--- src/sys_bus_pkg.sv ---
// --------------------------------------------------
// Widths, AXI response codes and the address map
// of the peripheral block. Data is fixed at 32 bits
// because only single 4-byte transfers are legal.
// --------------------------------------------------
`default_nettype none

package sys_bus_pkg;

  typedef logic [31:0] sys_addr_t;  // Byte address, AXI and system bus
  typedef logic [31:0] sys_data_t;  // Data word
  typedef logic [3:0]  sys_sel_t;   // One select bit per data byte
  typedef logic [1:0]  axi_resp_t;  // AXI BRESP / RRESP code

  // --------------------------------------------------
  // Response codes
  // --------------------------------------------------
  localparam axi_resp_t RESP_OKAY   = 2'd0;
  localparam axi_resp_t RESP_SLVERR = 2'd2;

  // --------------------------------------------------
  // Address map, 1 MB regions
  // --------------------------------------------------
  localparam sys_addr_t REG_BASE    = 32'h4000_0000;  // Register bank
  localparam sys_addr_t RAM_BASE    = 32'h4010_0000;  // Wait-state RAM
  localparam sys_addr_t REGION_MASK = 32'hFFF0_0000;  // Region select bits

  localparam sys_data_t REG_ID_VALUE = 32'h5AB1_0100;  // Read-only ID word

endpackage : sys_bus_pkg

`default_nettype wire

--- src/axi_slave.sv ---
// --------------------------------------------------
// AXI3 slave for single 32-bit beats only. Bursts and
// sizes other than 4 bytes get SLVERR. One command at
// a time, write wins. Lock, cache, prot, burst and
// wid are accepted and ignored.
// --------------------------------------------------
`default_nettype none
`timescale 1ns/10ps

module axi_slave
  import sys_bus_pkg::*;
#(
  parameter int unsigned AXI_IW      = 8,   // ID width
  parameter int unsigned ACK_TIMEOUT = 32   // Cycles to wait for sys ack
) (
  input  wire logic              axi_clk_i,
  input  wire logic              axi_rstn_i,
  // Write address channel
  input  wire logic [AXI_IW-1:0] axi_awid_i,
  input  wire sys_addr_t         axi_awaddr_i,
  input  wire logic [3:0]        axi_awlen_i,
  input  wire logic [2:0]        axi_awsize_i,
  input  wire logic [1:0]        axi_awburst_i,
  input  wire logic [1:0]        axi_awlock_i,
  input  wire logic [3:0]        axi_awcache_i,
  input  wire logic [2:0]        axi_awprot_i,
  input  wire logic              axi_awvalid_i,
  output logic                   axi_awready_o,
  // Write data channel
  input  wire logic [AXI_IW-1:0] axi_wid_i,
  input  wire sys_data_t         axi_wdata_i,
  input  wire sys_sel_t          axi_wstrb_i,
  input  wire logic              axi_wlast_i,
  input  wire logic              axi_wvalid_i,
  output logic                   axi_wready_o,
  // Write response channel
  output logic [AXI_IW-1:0]      axi_bid_o,
  output axi_resp_t              axi_bresp_o,
  output logic                   axi_bvalid_o,
  input  wire logic              axi_bready_i,
  // Read address channel
  input  wire logic [AXI_IW-1:0] axi_arid_i,
  input  wire sys_addr_t         axi_araddr_i,
  input  wire logic [3:0]        axi_arlen_i,
  input  wire logic [2:0]        axi_arsize_i,
  input  wire logic [1:0]        axi_arburst_i,
  input  wire logic [1:0]        axi_arlock_i,
  input  wire logic [3:0]        axi_arcache_i,
  input  wire logic [2:0]        axi_arprot_i,
  input  wire logic              axi_arvalid_i,
  output logic                   axi_arready_o,
  // Read data channel
  output logic [AXI_IW-1:0]      axi_rid_o,
  output sys_data_t              axi_rdata_o,
  output axi_resp_t              axi_rresp_o,
  output logic                   axi_rlast_o,
  output logic                   axi_rvalid_o,
  input  wire logic              axi_rready_i,
  // System bus
  output sys_addr_t              sys_addr_o,
  output sys_data_t              sys_wdata_o,
  output sys_sel_t               sys_sel_o,
  output logic                   sys_wen_o,
  output logic                   sys_ren_o,
  input  wire sys_data_t         sys_rdata_i,
  input  wire logic              sys_err_i,
  input  wire logic              sys_ack_i
);

  localparam int CW = $clog2(ACK_TIMEOUT + 1);  // Timeout counter width

  typedef enum logic [2:0] {
    IDLE, WR_DATA, WR_WAIT, RD_WAIT, WR_RESP, RD_RESP
  } state_t;

  state_t            state;
  logic [AXI_IW-1:0] id_q;      // ID of the transfer in flight
  logic              req_err;   // Malformed request latched
  axi_resp_t         resp_q;
  sys_data_t         rdata_q;
  logic [CW-1:0]     tmo_cnt;   // Cycles since address acceptance

  logic aw_hs, w_hs, ar_hs;
  logic aw_bad, ar_bad;
  logic wait_st, timeout;

  // --------------------------------------------------
  // Handshakes and request checks
  // --------------------------------------------------
  assign axi_awready_o = (state == IDLE);
  assign axi_arready_o = (state == IDLE) && !axi_awvalid_i;  // Write has priority
  assign axi_wready_o  = (state == WR_DATA);                  // Only after AW taken

  assign aw_hs = axi_awvalid_i && axi_awready_o;
  assign ar_hs = axi_arvalid_i && axi_arready_o;
  assign w_hs  = axi_wvalid_i && axi_wready_o;

  assign aw_bad = (axi_awlen_i != 4'd0) || (axi_awsize_i != 3'd2);  // Burst or not 4 B
  assign ar_bad = (axi_arlen_i != 4'd0) || (axi_arsize_i != 3'd2);

  assign wait_st = (state == WR_WAIT) || (state == RD_WAIT);
  assign timeout = (tmo_cnt == CW'(ACK_TIMEOUT));

  // --------------------------------------------------
  // Control FSM
  // --------------------------------------------------
  always_ff @(posedge axi_clk_i) begin
    if (!axi_rstn_i) begin
      state     <= IDLE;
      tmo_cnt   <= '0;
      sys_wen_o <= 1'b0;
      sys_ren_o <= 1'b0;
    end else begin
      sys_wen_o <= w_hs && !req_err;   // One pulse per good write
      sys_ren_o <= ar_hs && !ar_bad;   // One pulse per good read

      if (aw_hs || ar_hs) begin
        tmo_cnt <= CW'(1);             // Count from acceptance
      end else if (state != IDLE && !timeout) begin
        tmo_cnt <= tmo_cnt + CW'(1);   // Saturates at ACK_TIMEOUT
      end

      case (state)
        IDLE: begin
          if (aw_hs) begin
            state <= WR_DATA;
          end else if (ar_hs) begin
            state <= ar_bad ? RD_RESP : RD_WAIT;  // Bad read answered at once
          end
        end
        WR_DATA: begin
          if (w_hs) begin
            state <= req_err ? WR_RESP : WR_WAIT;
          end
        end
        WR_WAIT: if (sys_ack_i || timeout) state <= WR_RESP;
        RD_WAIT: if (sys_ack_i || timeout) state <= RD_RESP;
        WR_RESP: if (axi_bready_i) state <= IDLE;  // Held until taken
        RD_RESP: if (axi_rready_i) state <= IDLE;
        default: state <= IDLE;
      endcase
    end
  end

  // --------------------------------------------------
  // Request and response payload
  // --------------------------------------------------
  always_ff @(posedge axi_clk_i) begin
    if (aw_hs) begin
      id_q       <= axi_awid_i;
      sys_addr_o <= axi_awaddr_i;
      req_err    <= aw_bad;
      resp_q     <= aw_bad ? RESP_SLVERR : RESP_OKAY;
      rdata_q    <= '0;
    end else if (ar_hs) begin
      id_q       <= axi_arid_i;
      sys_addr_o <= axi_araddr_i;
      req_err    <= ar_bad;
      resp_q     <= ar_bad ? RESP_SLVERR : RESP_OKAY;
      rdata_q    <= '0;
    end

    if (w_hs) begin
      sys_wdata_o <= axi_wdata_i;
      sys_sel_o   <= axi_wstrb_i;  // Byte select from wstrb
    end

    if (wait_st && sys_ack_i) begin
      resp_q  <= sys_err_i ? RESP_SLVERR : RESP_OKAY;
      rdata_q <= sys_rdata_i;
    end else if (wait_st && timeout) begin
      resp_q  <= RESP_SLVERR;      // No slave answered
    end
  end

  // Both response channels share the latched payload
  assign axi_bid_o    = id_q;
  assign axi_bresp_o  = resp_q;
  assign axi_bvalid_o = (state == WR_RESP);

  assign axi_rid_o    = id_q;
  assign axi_rdata_o  = rdata_q;
  assign axi_rresp_o  = resp_q;
  assign axi_rvalid_o = (state == RD_RESP);
  assign axi_rlast_o  = axi_rvalid_o;  // Single beat

endmodule : axi_slave

`default_nettype wire

--- src/sys_bus_decoder.sv ---
// --------------------------------------------------
// Combinational region decoder. Unmatched addresses
// get no ack, which leaves them to the slave timeout.
// --------------------------------------------------
`default_nettype none
`timescale 1ns/10ps

module sys_bus_decoder
  import sys_bus_pkg::*;
(
  input  wire sys_addr_t sys_addr_i,
  input  wire logic      sys_wen_i,
  input  wire logic      sys_ren_i,
  output logic           reg_wen_o,
  output logic           reg_ren_o,
  output logic           ram_wen_o,
  output logic           ram_ren_o,
  input  wire sys_data_t reg_rdata_i,
  input  wire logic      reg_ack_i,
  input  wire logic      reg_err_i,
  input  wire sys_data_t ram_rdata_i,
  input  wire logic      ram_ack_i,
  input  wire logic      ram_err_i,
  output sys_data_t      sys_rdata_o,
  output logic           sys_ack_o,
  output logic           sys_err_o
);

  logic reg_hit, ram_hit;

  assign reg_hit = ((sys_addr_i & REGION_MASK) == REG_BASE);
  assign ram_hit = ((sys_addr_i & REGION_MASK) == RAM_BASE);

  // Enables go only to the matched region
  assign reg_wen_o = sys_wen_i && reg_hit;
  assign reg_ren_o = sys_ren_i && reg_hit;
  assign ram_wen_o = sys_wen_i && ram_hit;
  assign ram_ren_o = sys_ren_i && ram_hit;

  // Address is held by the slave, so the reply mux stays stable
  always_comb begin
    sys_rdata_o = '0;
    sys_ack_o   = 1'b0;
    sys_err_o   = 1'b0;
    if (reg_hit) begin
      sys_rdata_o = reg_rdata_i;
      sys_ack_o   = reg_ack_i;
      sys_err_o   = reg_err_i;
    end else if (ram_hit) begin
      sys_rdata_o = ram_rdata_i;
      sys_ack_o   = ram_ack_i;
      sys_err_o   = ram_err_i;
    end
  end

endmodule : sys_bus_decoder

`default_nettype wire

--- src/reg_bank.sv ---
// --------------------------------------------------
// Word 0 is the read-only ID, words 1 to 3 scratch.
// Ack one cycle after wen or ren. Writes to word 0
// and any access above word 3 return err.
// --------------------------------------------------
`default_nettype none
`timescale 1ns/10ps

module reg_bank
  import sys_bus_pkg::*;
(
  input  wire logic      axi_clk_i,
  input  wire logic      axi_rstn_i,
  input  wire sys_addr_t addr_i,
  input  wire sys_data_t wdata_i,
  input  wire sys_sel_t  sel_i,
  input  wire logic      wen_i,
  input  wire logic      ren_i,
  output sys_data_t      rdata_o,
  output logic           ack_o,
  output logic           err_o
);

  sys_data_t scratch [1:3];   // Scratch registers
  sys_addr_t offset;          // Byte offset inside the region
  logic [1:0] idx;            // Word index
  logic      out_range;

  assign offset    = addr_i & ~REGION_MASK;
  assign idx       = offset[3:2];
  assign out_range = |offset[31:4];  // Beyond word 3

  always_ff @(posedge axi_clk_i) begin
    if (!axi_rstn_i) begin
      ack_o   <= 1'b0;
      err_o   <= 1'b0;
      scratch <= '{default: '0};
    end else begin
      ack_o <= wen_i || ren_i;
      if (wen_i) begin
        err_o <= out_range || (idx == 2'd0);  // ID is read-only
        if (!out_range && idx != 2'd0) begin
          for (int b = 0; b < 4; b++) begin
            if (sel_i[b]) scratch[idx][8*b +: 8] <= wdata_i[8*b +: 8];
          end
        end
      end else if (ren_i) begin
        err_o <= out_range;
      end
    end
  end

  // Read data, valid together with ack
  always_ff @(posedge axi_clk_i) begin
    if (ren_i) begin
      if (out_range)          rdata_o <= '0;
      else if (idx == 2'd0)   rdata_o <= REG_ID_VALUE;
      else                    rdata_o <= scratch[idx];
    end
  end

endmodule : reg_bank

`default_nettype wire

--- src/wait_state_ram.sv ---
// --------------------------------------------------
// Word RAM of 2^RAM_AW words, byte-wise writes.
// Ack RAM_WAIT+1 cycles after wen or ren. Address
// wraps inside the RAM; err is never raised.
// --------------------------------------------------
`default_nettype none
`timescale 1ns/10ps

module wait_state_ram
  import sys_bus_pkg::*;
#(
  parameter int unsigned RAM_WAIT = 3,  // Wait states before ack
  parameter int unsigned RAM_AW   = 6   // Word address width
) (
  input  wire logic      axi_clk_i,
  input  wire logic      axi_rstn_i,
  input  wire sys_addr_t addr_i,
  input  wire sys_data_t wdata_i,
  input  wire sys_sel_t  sel_i,
  input  wire logic      wen_i,
  input  wire logic      ren_i,
  output sys_data_t      rdata_o,
  output logic           ack_o,
  output logic           err_o
);

  localparam int CW = $clog2(RAM_WAIT + 2);  // Holds RAM_WAIT+1

  sys_data_t         mem [2**RAM_AW];
  logic [RAM_AW-1:0] waddr;     // Word address, upper bits dropped
  logic [CW-1:0]     wait_cnt;  // Cycles left until ack

  assign waddr = addr_i[RAM_AW+1:2];

  // --------------------------------------------------
  // Storage, accessed in the command cycle
  // --------------------------------------------------
  always_ff @(posedge axi_clk_i) begin
    if (wen_i) begin
      for (int b = 0; b < 4; b++) begin
        if (sel_i[b]) mem[waddr][8*b +: 8] <= wdata_i[8*b +: 8];
      end
    end
    if (ren_i) rdata_o <= mem[waddr];
  end

  // --------------------------------------------------
  // Wait-state counter
  // --------------------------------------------------
  always_ff @(posedge axi_clk_i) begin
    if (!axi_rstn_i) begin
      wait_cnt <= '0;
    end else if (wen_i || ren_i) begin
      wait_cnt <= CW'(RAM_WAIT + 1);  // Load on command
    end else if (wait_cnt != '0) begin
      wait_cnt <= wait_cnt - CW'(1);
    end
  end

  assign ack_o = (wait_cnt == CW'(1));  // Last count, one-cycle pulse
  assign err_o = 1'b0;

endmodule : wait_state_ram

`default_nettype wire

--- src/axi_sys_top.sv ---
// --------------------------------------------------
// Peripheral block top: AXI3 slave, region decoder,
// register bank and wait-state RAM. All parameters
// are set here.
// --------------------------------------------------
`default_nettype none
`timescale 1ns/10ps

module axi_sys_top
  import sys_bus_pkg::*;
#(
  parameter int unsigned AXI_IW      = 8,
  parameter int unsigned ACK_TIMEOUT = 32,
  parameter int unsigned RAM_WAIT    = 3,
  parameter int unsigned RAM_AW      = 6
) (
  input  wire logic              axi_clk_i,
  input  wire logic              axi_rstn_i,
  input  wire logic [AXI_IW-1:0] axi_awid_i,
  input  wire sys_addr_t         axi_awaddr_i,
  input  wire logic [3:0]        axi_awlen_i,
  input  wire logic [2:0]        axi_awsize_i,
  input  wire logic [1:0]        axi_awburst_i,
  input  wire logic [1:0]        axi_awlock_i,
  input  wire logic [3:0]        axi_awcache_i,
  input  wire logic [2:0]        axi_awprot_i,
  input  wire logic              axi_awvalid_i,
  output logic                   axi_awready_o,
  input  wire logic [AXI_IW-1:0] axi_wid_i,
  input  wire sys_data_t         axi_wdata_i,
  input  wire sys_sel_t          axi_wstrb_i,
  input  wire logic              axi_wlast_i,
  input  wire logic              axi_wvalid_i,
  output logic                   axi_wready_o,
  output logic [AXI_IW-1:0]      axi_bid_o,
  output axi_resp_t              axi_bresp_o,
  output logic                   axi_bvalid_o,
  input  wire logic              axi_bready_i,
  input  wire logic [AXI_IW-1:0] axi_arid_i,
  input  wire sys_addr_t         axi_araddr_i,
  input  wire logic [3:0]        axi_arlen_i,
  input  wire logic [2:0]        axi_arsize_i,
  input  wire logic [1:0]        axi_arburst_i,
  input  wire logic [1:0]        axi_arlock_i,
  input  wire logic [3:0]        axi_arcache_i,
  input  wire logic [2:0]        axi_arprot_i,
  input  wire logic              axi_arvalid_i,
  output logic                   axi_arready_o,
  output logic [AXI_IW-1:0]      axi_rid_o,
  output sys_data_t              axi_rdata_o,
  output axi_resp_t              axi_rresp_o,
  output logic                   axi_rlast_o,
  output logic                   axi_rvalid_o,
  input  wire logic              axi_rready_i
);

  // --------------------------------------------------
  // System bus nets
  // --------------------------------------------------
  sys_addr_t sys_addr;
  sys_data_t sys_wdata, sys_rdata;
  sys_sel_t  sys_sel;
  logic      sys_wen, sys_ren, sys_ack, sys_err;

  sys_data_t reg_rdata, ram_rdata;
  logic      reg_wen, reg_ren, reg_ack, reg_err;
  logic      ram_wen, ram_ren, ram_ack, ram_err;

  axi_slave #(
    .AXI_IW      (AXI_IW),
    .ACK_TIMEOUT (ACK_TIMEOUT)
  ) i_axi_slave (
    .axi_clk_i, .axi_rstn_i,
    .axi_awid_i, .axi_awaddr_i, .axi_awlen_i, .axi_awsize_i, .axi_awburst_i,
    .axi_awlock_i, .axi_awcache_i, .axi_awprot_i, .axi_awvalid_i, .axi_awready_o,
    .axi_wid_i, .axi_wdata_i, .axi_wstrb_i, .axi_wlast_i, .axi_wvalid_i, .axi_wready_o,
    .axi_bid_o, .axi_bresp_o, .axi_bvalid_o, .axi_bready_i,
    .axi_arid_i, .axi_araddr_i, .axi_arlen_i, .axi_arsize_i, .axi_arburst_i,
    .axi_arlock_i, .axi_arcache_i, .axi_arprot_i, .axi_arvalid_i, .axi_arready_o,
    .axi_rid_o, .axi_rdata_o, .axi_rresp_o, .axi_rlast_o, .axi_rvalid_o, .axi_rready_i,
    .sys_addr_o  (sys_addr),
    .sys_wdata_o (sys_wdata),
    .sys_sel_o   (sys_sel),
    .sys_wen_o   (sys_wen),
    .sys_ren_o   (sys_ren),
    .sys_rdata_i (sys_rdata),
    .sys_err_i   (sys_err),
    .sys_ack_i   (sys_ack)
  );

  sys_bus_decoder i_sys_bus_decoder (
    .sys_addr_i  (sys_addr),
    .sys_wen_i   (sys_wen),
    .sys_ren_i   (sys_ren),
    .reg_wen_o   (reg_wen),
    .reg_ren_o   (reg_ren),
    .ram_wen_o   (ram_wen),
    .ram_ren_o   (ram_ren),
    .reg_rdata_i (reg_rdata),
    .reg_ack_i   (reg_ack),
    .reg_err_i   (reg_err),
    .ram_rdata_i (ram_rdata),
    .ram_ack_i   (ram_ack),
    .ram_err_i   (ram_err),
    .sys_rdata_o (sys_rdata),
    .sys_ack_o   (sys_ack),
    .sys_err_o   (sys_err)
  );

  reg_bank i_reg_bank (
    .axi_clk_i, .axi_rstn_i,
    .addr_i  (sys_addr),
    .wdata_i (sys_wdata),
    .sel_i   (sys_sel),
    .wen_i   (reg_wen),
    .ren_i   (reg_ren),
    .rdata_o (reg_rdata),
    .ack_o   (reg_ack),
    .err_o   (reg_err)
  );

  wait_state_ram #(
    .RAM_WAIT (RAM_WAIT),
    .RAM_AW   (RAM_AW)
  ) i_wait_state_ram (
    .axi_clk_i, .axi_rstn_i,
    .addr_i  (sys_addr),
    .wdata_i (sys_wdata),
    .sel_i   (sys_sel),
    .wen_i   (ram_wen),
    .ren_i   (ram_ren),
    .rdata_o (ram_rdata),
    .ack_o   (ram_ack),
    .err_o   (ram_err)
  );

endmodule : axi_sys_top

`default_nettype wire

--- config.mk ---
export PLATFORM = sky130hd
export DESIGN_NAME = axi_sys_top
export DESIGN_NICKNAME = d
export VERILOG_FILES = /design/src/sys_bus_pkg.sv /design/src/axi_slave.sv /design/src/sys_bus_decoder.sv /design/src/reg_bank.sv /design/src/wait_state_ram.sv /design/src/axi_sys_top.sv
export SDC_FILE = /design/constraint.sdc
export NUM_CORES = 2
export LEC_CHECK = 0
export BUFFER_PORTS_ARGS = -buffer_cell sky130_fd_sc_hd__buf_2
export CORE_MARGIN = 2
export CORE_UTILIZATION = 38
export CTS_BUF_LIST = sky130_fd_sc_hd__clkbuf_4
export CTS_CLUSTER_SIZE = 10
export DETAILED_ROUTE_END_ITERATION = 16
export PLACE_DENSITY_LB_ADDON = 0.12
export SLEW_MARGIN = 5
export SYNTH_ARGS = -nofsm -noshare
export SYNTH_HDL_FRONTEND = slang
export SYNTH_SLANG_ARGS = --single-unit
--- constraint.sdc ---
create_clock -name axi_clk_i -period 6.4 [get_ports axi_clk_i]
set_input_delay 1.28 -clock axi_clk_i [delete_from_list [all_inputs] [get_ports axi_clk_i]]
set_output_delay 1.28 -clock axi_clk_i [all_outputs]
set_load 0.03 [all_outputs]
* After elaboration in Yosys (flattened, before gate mapping)
Memories as Yosys holds them, arrays and structs flattened. A register that Yosys moved wholly into a read port is not among the register bits.
Index checks and enable logic that the tools add are counted.
** Cells by class
- Add/sub/neg operators :: 2
- Magnitude comparators :: 2
- Equal/unequal tests :: 17
- Multiplexer cells :: 78
- Bitwise gates (word level) :: 2
- Reductions and logical operators :: 47
** Operators with widths (count)
- two-way mux 96 bit :: 13
- bitwise mux 96 bit :: 4
- two-way mux 32 bit :: 10
- demux 32 bit (select 2 bit) :: 4
- binary-select mux 32 bit (select 2 bit) :: 1
- two-way mux 3 bit :: 11
- two-way mux 31 bit :: 1
- equality test 12 x 11 -> 1 bit (second input constant) :: 2
- two-way mux 24 bit :: 1
- two-way mux 8 bit :: 3
- two-way mux 1 bit :: 21
- one-hot mux 3 bit (6 select lines) :: 1
- OR reduction 17 bit :: 1
- two-way mux 16 bit :: 1
- OR reduction 16 bit :: 1
- logical AND 1 bit :: 15
- two-way mux 2 bit :: 7
- nonzero test 4 bit :: 3
- nonzero test 2 bit :: 5
- nonzero test 3 bit :: 3
- logical OR 1 bit :: 8
- adder 6 x 1 -> 6 bit (second input constant) :: 1
- equality test 3 x 1 -> 1 bit (second input constant) :: 2
- equality test 3 x 2 -> 1 bit (second input constant) :: 2
- 17 further kinds :: 27
** Storage, ports and cells
- Register bits :: 255
- Bits in writable memories :: 2048
- Input port bits :: 168
- Output and inout bits :: 58
- Word-level logic and storage cells :: 170
- Memories :: 1
** Memories
- i_wait_state_ram.mem :: words 64, bits a word 32, read ports 1, clocked after Yosys merged registers in 1, write ports 1, line wait_state_ram.sv:29 : sys_data_t mem [2**RAM_AW];

* Longest topological paths before layout
- Word-level depth :: 22
- Depth in mapped cells :: 10
- Gate-level depth less buffers :: 7

* Cells and area by module
From an unflattened synthesis, not the netlist that was laid out.
** Unflattened totals
- Cells, all modules :: 5646
- Area, all modules :: 91283.8 sq um
** Modules (own cells, without submodules)
- wait_state_ram :: instances 1, cells each 4746, area an instance 80179.4 sq um, seq. area each 62520.0 sq um
- reg_bank :: instances 1, cells each 513, area an instance 5525.3 sq um, seq. area each 2922.8 sq um
- axi_slave :: instances 1, cells each 292, area an instance 4847.1 sq um, seq. area each 3523.4 sq um
- sys_bus_decoder :: instances 1, cells each 95, area an instance 732.0 sq um, seq. area each 0.0 sq um

* Worst setup path before layout
Ideal clock, no wire load.
- Kind :: reg-to-reg
- Start :: register i_axi_slave.sys_addr_o[21]
- End :: register i_wait_state_ram.rdata_o[0] (read register of i_wait_state_ram.mem), enable pin
- Setup time :: 392 ps
- Data arrival time :: 2715 ps
- Data required time :: 6008 ps
- Setup slack :: 3293 ps
- Cell stages (with the launch flop) :: 6
- Buffers on the path :: 2
- Clock period less this slack :: 3107 ps
- Cell sequence :: edfxtp_1 -> or4_4 -> nor4_1 -> clkbuf_1 -> clkbuf_1 -> and2_1
** On the way
- Cells in the longest elaborated chain, start to end :: 2
** RTL lines
- from (decl) :: line axi_slave.sv:60 : output sys_addr_t sys_addr_o,
- from (signal assigned) :: line axi_slave.sv:151 : sys_addr_o <= axi_awaddr_i;
- from (signal assigned) :: line axi_slave.sv:157 : sys_addr_o <= axi_araddr_i;
- equality test 12 x 11 -> 1 bit :: line sys_bus_decoder.sv:32 : assign ram_hit = ((sys_addr_i & REGION_MASK) == RAM_BASE);
- logical AND 1 bit :: line sys_bus_decoder.sv:38 : assign ram_ren_o = sys_ren_i && ram_hit;
- via i_sys_bus_decoder.ram_ren_o :: line sys_bus_decoder.sv:17 : output logic ram_ren_o,
- to (decl) :: line wait_state_ram.sv:22 : output sys_data_t rdata_o,
The timed path passes the listed nets, and every way through them passes these cells.
A chain may end at the register's enable or synchronous reset.

* Worst setup path in the final report
- Start :: register i_axi_slave.sys_addr_o[21]
- End :: memory i_wait_state_ram.mem[15][23] in the netlist's numbering, enable pin
** On the way
- Cells in the longest elaborated chain, start to end :: 4
** RTL lines
- equality test 12 x 11 -> 1 bit :: line sys_bus_decoder.sv:32
- logical AND 1 bit :: line sys_bus_decoder.sv:37 : assign ram_wen_o = sys_wen_i && ram_hit;
- two-way mux 1 bit :: line wait_state_ram.sv:39 : if (wen_i) begin
- two-way mux 1 bit (implied by the code) :: line wait_state_ram.sv:41 : if (sel_i[b]) mem[waddr][8*b +: 8] <= wdata_i[8*b +: 8];
- to (decl) :: line wait_state_ram.sv:29
Every way passes these cells.

==> impl_metrics.ini <==
[run_status]
status = completed

[sta]
final-hold-violation-count = 0
setup_tns_ps = 0
setup_viol = 0
fmax_mhz = 231
whs_ps = 196
worst_pin_slew_ps = 1320
period_share = 0.677
slew_violations = 0
slew-limit-headroom = 0.120
grt_setup_unrepaired = false
finalCriticalPeriod_ps = 4330
worst_clock_skew_ps = 98.9

[power_and_ir_drop]
total_power_mw = 35.4
leakage_nw = 33.7
p_switching_mw = 9.47
p_seq_frac = 0.481
swShare = 0.268
ir_drop_uv = 241
power_frac_comb = 0.148
p_per_area_nw_per_um2 = 341
p_int_mw = 25.9
pwr-share-clk = 0.372

[synthesis]
ys_top_cells_by_count = edfxtp_1, mux4_2, nor2_1, mux2i_1, nand2_1
synth_area_leaders = edfxtp_1, mux4_2, mux2i_1, dfxtp_1, nor2_1
synth-edff-count = 2220
synth.cell_area_um2 = 90600
postSynth.asyncResetShare = 0
synth_cell_types = 62
yosys_warnings = 0
ys_seq_area_frac = 0.760
synth.avg_cell_area_um2 = 20.1
post-synth-top-count-cell = edfxtp_1
yosys.area.top_type = edfxtp_1
netlist_instances = 4510
ys_ff_latch = 2332
synth_ff_type = edfxtp_1
synth_top_area_share = 0.736

[clock_network]
cts_tree = built
cts-root-buf = clkbuf_4
h-tree-depth = 6
cts_buffers = 638
cts_sinks = 2332
clock_path_buffers = 4
clkSlewWorstSetupHoldPaths_ps = 70
ctsResizeCount = 0
cts_setup_buffers = 0
clock_latency_ps = 1420

[placement]
place_area_um2 = 95500
finalWeightedCongestion = 0.815
post-dp-hpwl_um = 164000
io_buffers = 188

[worst_setup_path]
cpMaxStageDelayCell = nor2_1
reg2reg_to = i_wait_state_ram.mem[15][23]
critPathLaunchType = register
r2r_slack_ps = 2070
worst_ep_required_time_ps = 7380
crit_chain = or4_4 > nor4_2 > buf_4 > nand3_2 > buf_4 > nor2_1
cp.arrival_ps = 5320
cpMostUsedCell = buf_4
worstSetupPathType = register to register
worstRegToRegCells = 6
cp_slowest_stage_delay_ps = 870
crit_path_end_kind = register
cp_max_fo = 35
r2r_start = i_axi_slave.sys_addr_o[21]

[die]
die_h_um = 492
start_util = 0.381
dieArea_um2 = 242000
fp-row-count = 179
coreArea_um2 = 238000
dieWidth_um = 492
io_pins = 226

[finish]
multi_input_area_um2 = 20600
drive_gt1_frac = 0.334
area_delta_synth_final_pct = 14.4
nets = 5390
layout.area.seq_um2 = 68900
final_core_util = 0.436
nFillCells = 21000
fin_area_um2 = 104000

[global_routing]
gr-usage-all-layers = 0.220
grt_pass1_vias = 48900
grt_max_degree = 106
grt_pass1_wl_um = 375000
overflow = 0
antenna_found_initial = 23

[route]
first_pass_iters = 6
drtAntennaViolNets = 0
totalWireLength_um = 271000
drc_errors = 0
vias_per_cell = 5.46
drtIter0Drc = 5070
wire_per_inst_um = 30.7
via_count = 48100

[worst_hold_path]
hold-path-endpoint = i_axi_slave.sys_addr_o[16]
min_from = axi_araddr_i[16]
hold_path_depth = 2
hold_class = input pin to register

[flow_run]
cap_violations = 0
## power groups by stage
stage / Combinational (mW) / Sequential [mW] / Clock (mW)
2_1_floorplan: 2.97 / 17.5 / 0
5_1_grt: 5.45 / 17.0 / 14.3
4_1_cts: 5.29 / 17.0 / 13.5
3_3_place_gp: 5.24 / 17.3 / 0
6_report: 5.22 / 17.0 / 13.1
3_5_place_dp: 5.26 / 17.3 / 0
## cell type report
type,instances,share of cell area
Antenna cell,20,0.000483
Clock buffer,932,0.0675
Clock inverter,129,0.00769
Inverter,18,0.000652
Multi-Input combinational cell,1886,0.198
Sequential cell,2332,0.665
Tap cell,3167,0.0382
Timing Repair Buffer,340,0.0226
## layout by cell type, fill, tap and decap left out, types with 5 or more instances in the layout
cell type,count
dlygate4sd3_1,38
and3_1,8
nor2_1,409
nand2b_1,9
buf_12,13
a31oi_1,7
a21oi_1,23
clkinv_1,93
nand4_1,6
a22oi_1,73
o211ai_1,6
clkinv_2,9
buf_4,101
dfxtp_1,112
diode_2,20
nor4_4,6
mux2i_1,291
a211oi_1,19
buf_2,188
mux2_2,69
bufinv_16,11
or4_1,17
nor2b_1,17
nor4_1,5
nand3_2,6
inv_2,15
mux4_2,516
a221oi_1,10
a22o_1,6
edfxtp_1,2220
o21ai_0,9
nand3_1,17
nand2_1,183
nor3_1,16
o22ai_1,76
clkbuf_4,932
or3_1,12
ha_1,6
inv_1,16
## worst max-delay path: cells and delay by family (launching register included)
| family | cells | cell delay (ps) |
|---|---|---|
| AND/OR/NAND/NOR | 4 | 2520 |
| flip-flops | 1 | 370 |
| buffers and inverters | 2 | 940 |
## registers in the layout, summed over array words and instances, names as in the netlist, 3 cells and up
register / flops
i_axi_slave.sys_addr_o: 30
i_reg_bank.rdata_o: 32
i_wait_state_ram.rdata_o: 32
i_axi_slave.axi_bid_o: 8
i_axi_slave.axi_rdata_o: 32
i_wait_state_ram.mem: 2048
i_axi_slave.sys_sel_o: 4
i_axi_slave.sys_wdata_o: 32
i_reg_bank.scratch: 96
i_axi_slave.state: 3
i_axi_slave.tmo_cnt: 6
i_wait_state_ram.wait_cnt: 3
## per-layer routing
| layer | routed length (um) | track usage | share of wire | up-vias |
|---|---|---|---|---|
| li1 | - | - | - | 20200 |
| met1 | 117000 | 0.312 | 0.43 | 25400 |
| met2 | 125000 | 0.337 | 0.46 | 2110 |
| met3 | 21100 | 0.0512 | 0.078 | 425 |
| met4 | 7560 | 0.0734 | 0.028 | 6 |
| met5 | 27 | 0 | 0.00010 | - |
## through the flow
step,cells,setup WS [ps]
3_3_place_gp,7705,2060
3_5_place_dp,7705,2010
2_1_floorplan,4511,3290
6_report,8824,2070
4_1_cts,8804,1990
5_1_grt,8809,1920
## worst max-delay path by stage
stage	start	to	slack [ps]	cells past startpoint
4_1_cts	i_axi_slave.sys_addr_o[21]	i_wait_state_ram.mem[15][19]	1990	6
5_1_grt	i_axi_slave.sys_addr_o[21]	i_wait_state_ram.mem[45][5]	1920	6
2_1_floorplan	i_axi_slave.sys_addr_o[21]	i_wait_state_ram.rdata_o[0]	3290	5
6_report	i_axi_slave.sys_addr_o[21]	i_wait_state_ram.mem[15][23]	2070	6
3_3_place_gp	i_axi_slave.sys_addr_o[25]	i_wait_state_ram.mem[15][17]	2060	6
3_5_place_dp	i_axi_slave.sys_addr_o[27]	i_wait_state_ram.mem[15][17]	2010	6
## what timing repair did
action,CTS,global route
setup endpoints to repair,0,0
hold endpoints to repair,38,0
hold buffers,38,0
## cells by family (layout without fill, tap and decap cells)
group,Yosys count,count (layout),share of synthesized area
buffers and inverters,293,1419,0.0138
flip-flops,2332,2332,0.760
XOR/XNOR,5,5,0.000483
multiplexers,876,876,0.169
AO/OA/AOI/OAI,251,251,0.0193
other,1,22,0.0000414
AND/OR/NAND/NOR,746,746,0.0364
adder cells (fa/ha/maj),6,6,0.000828
Power figures use the tool's default switching activity.
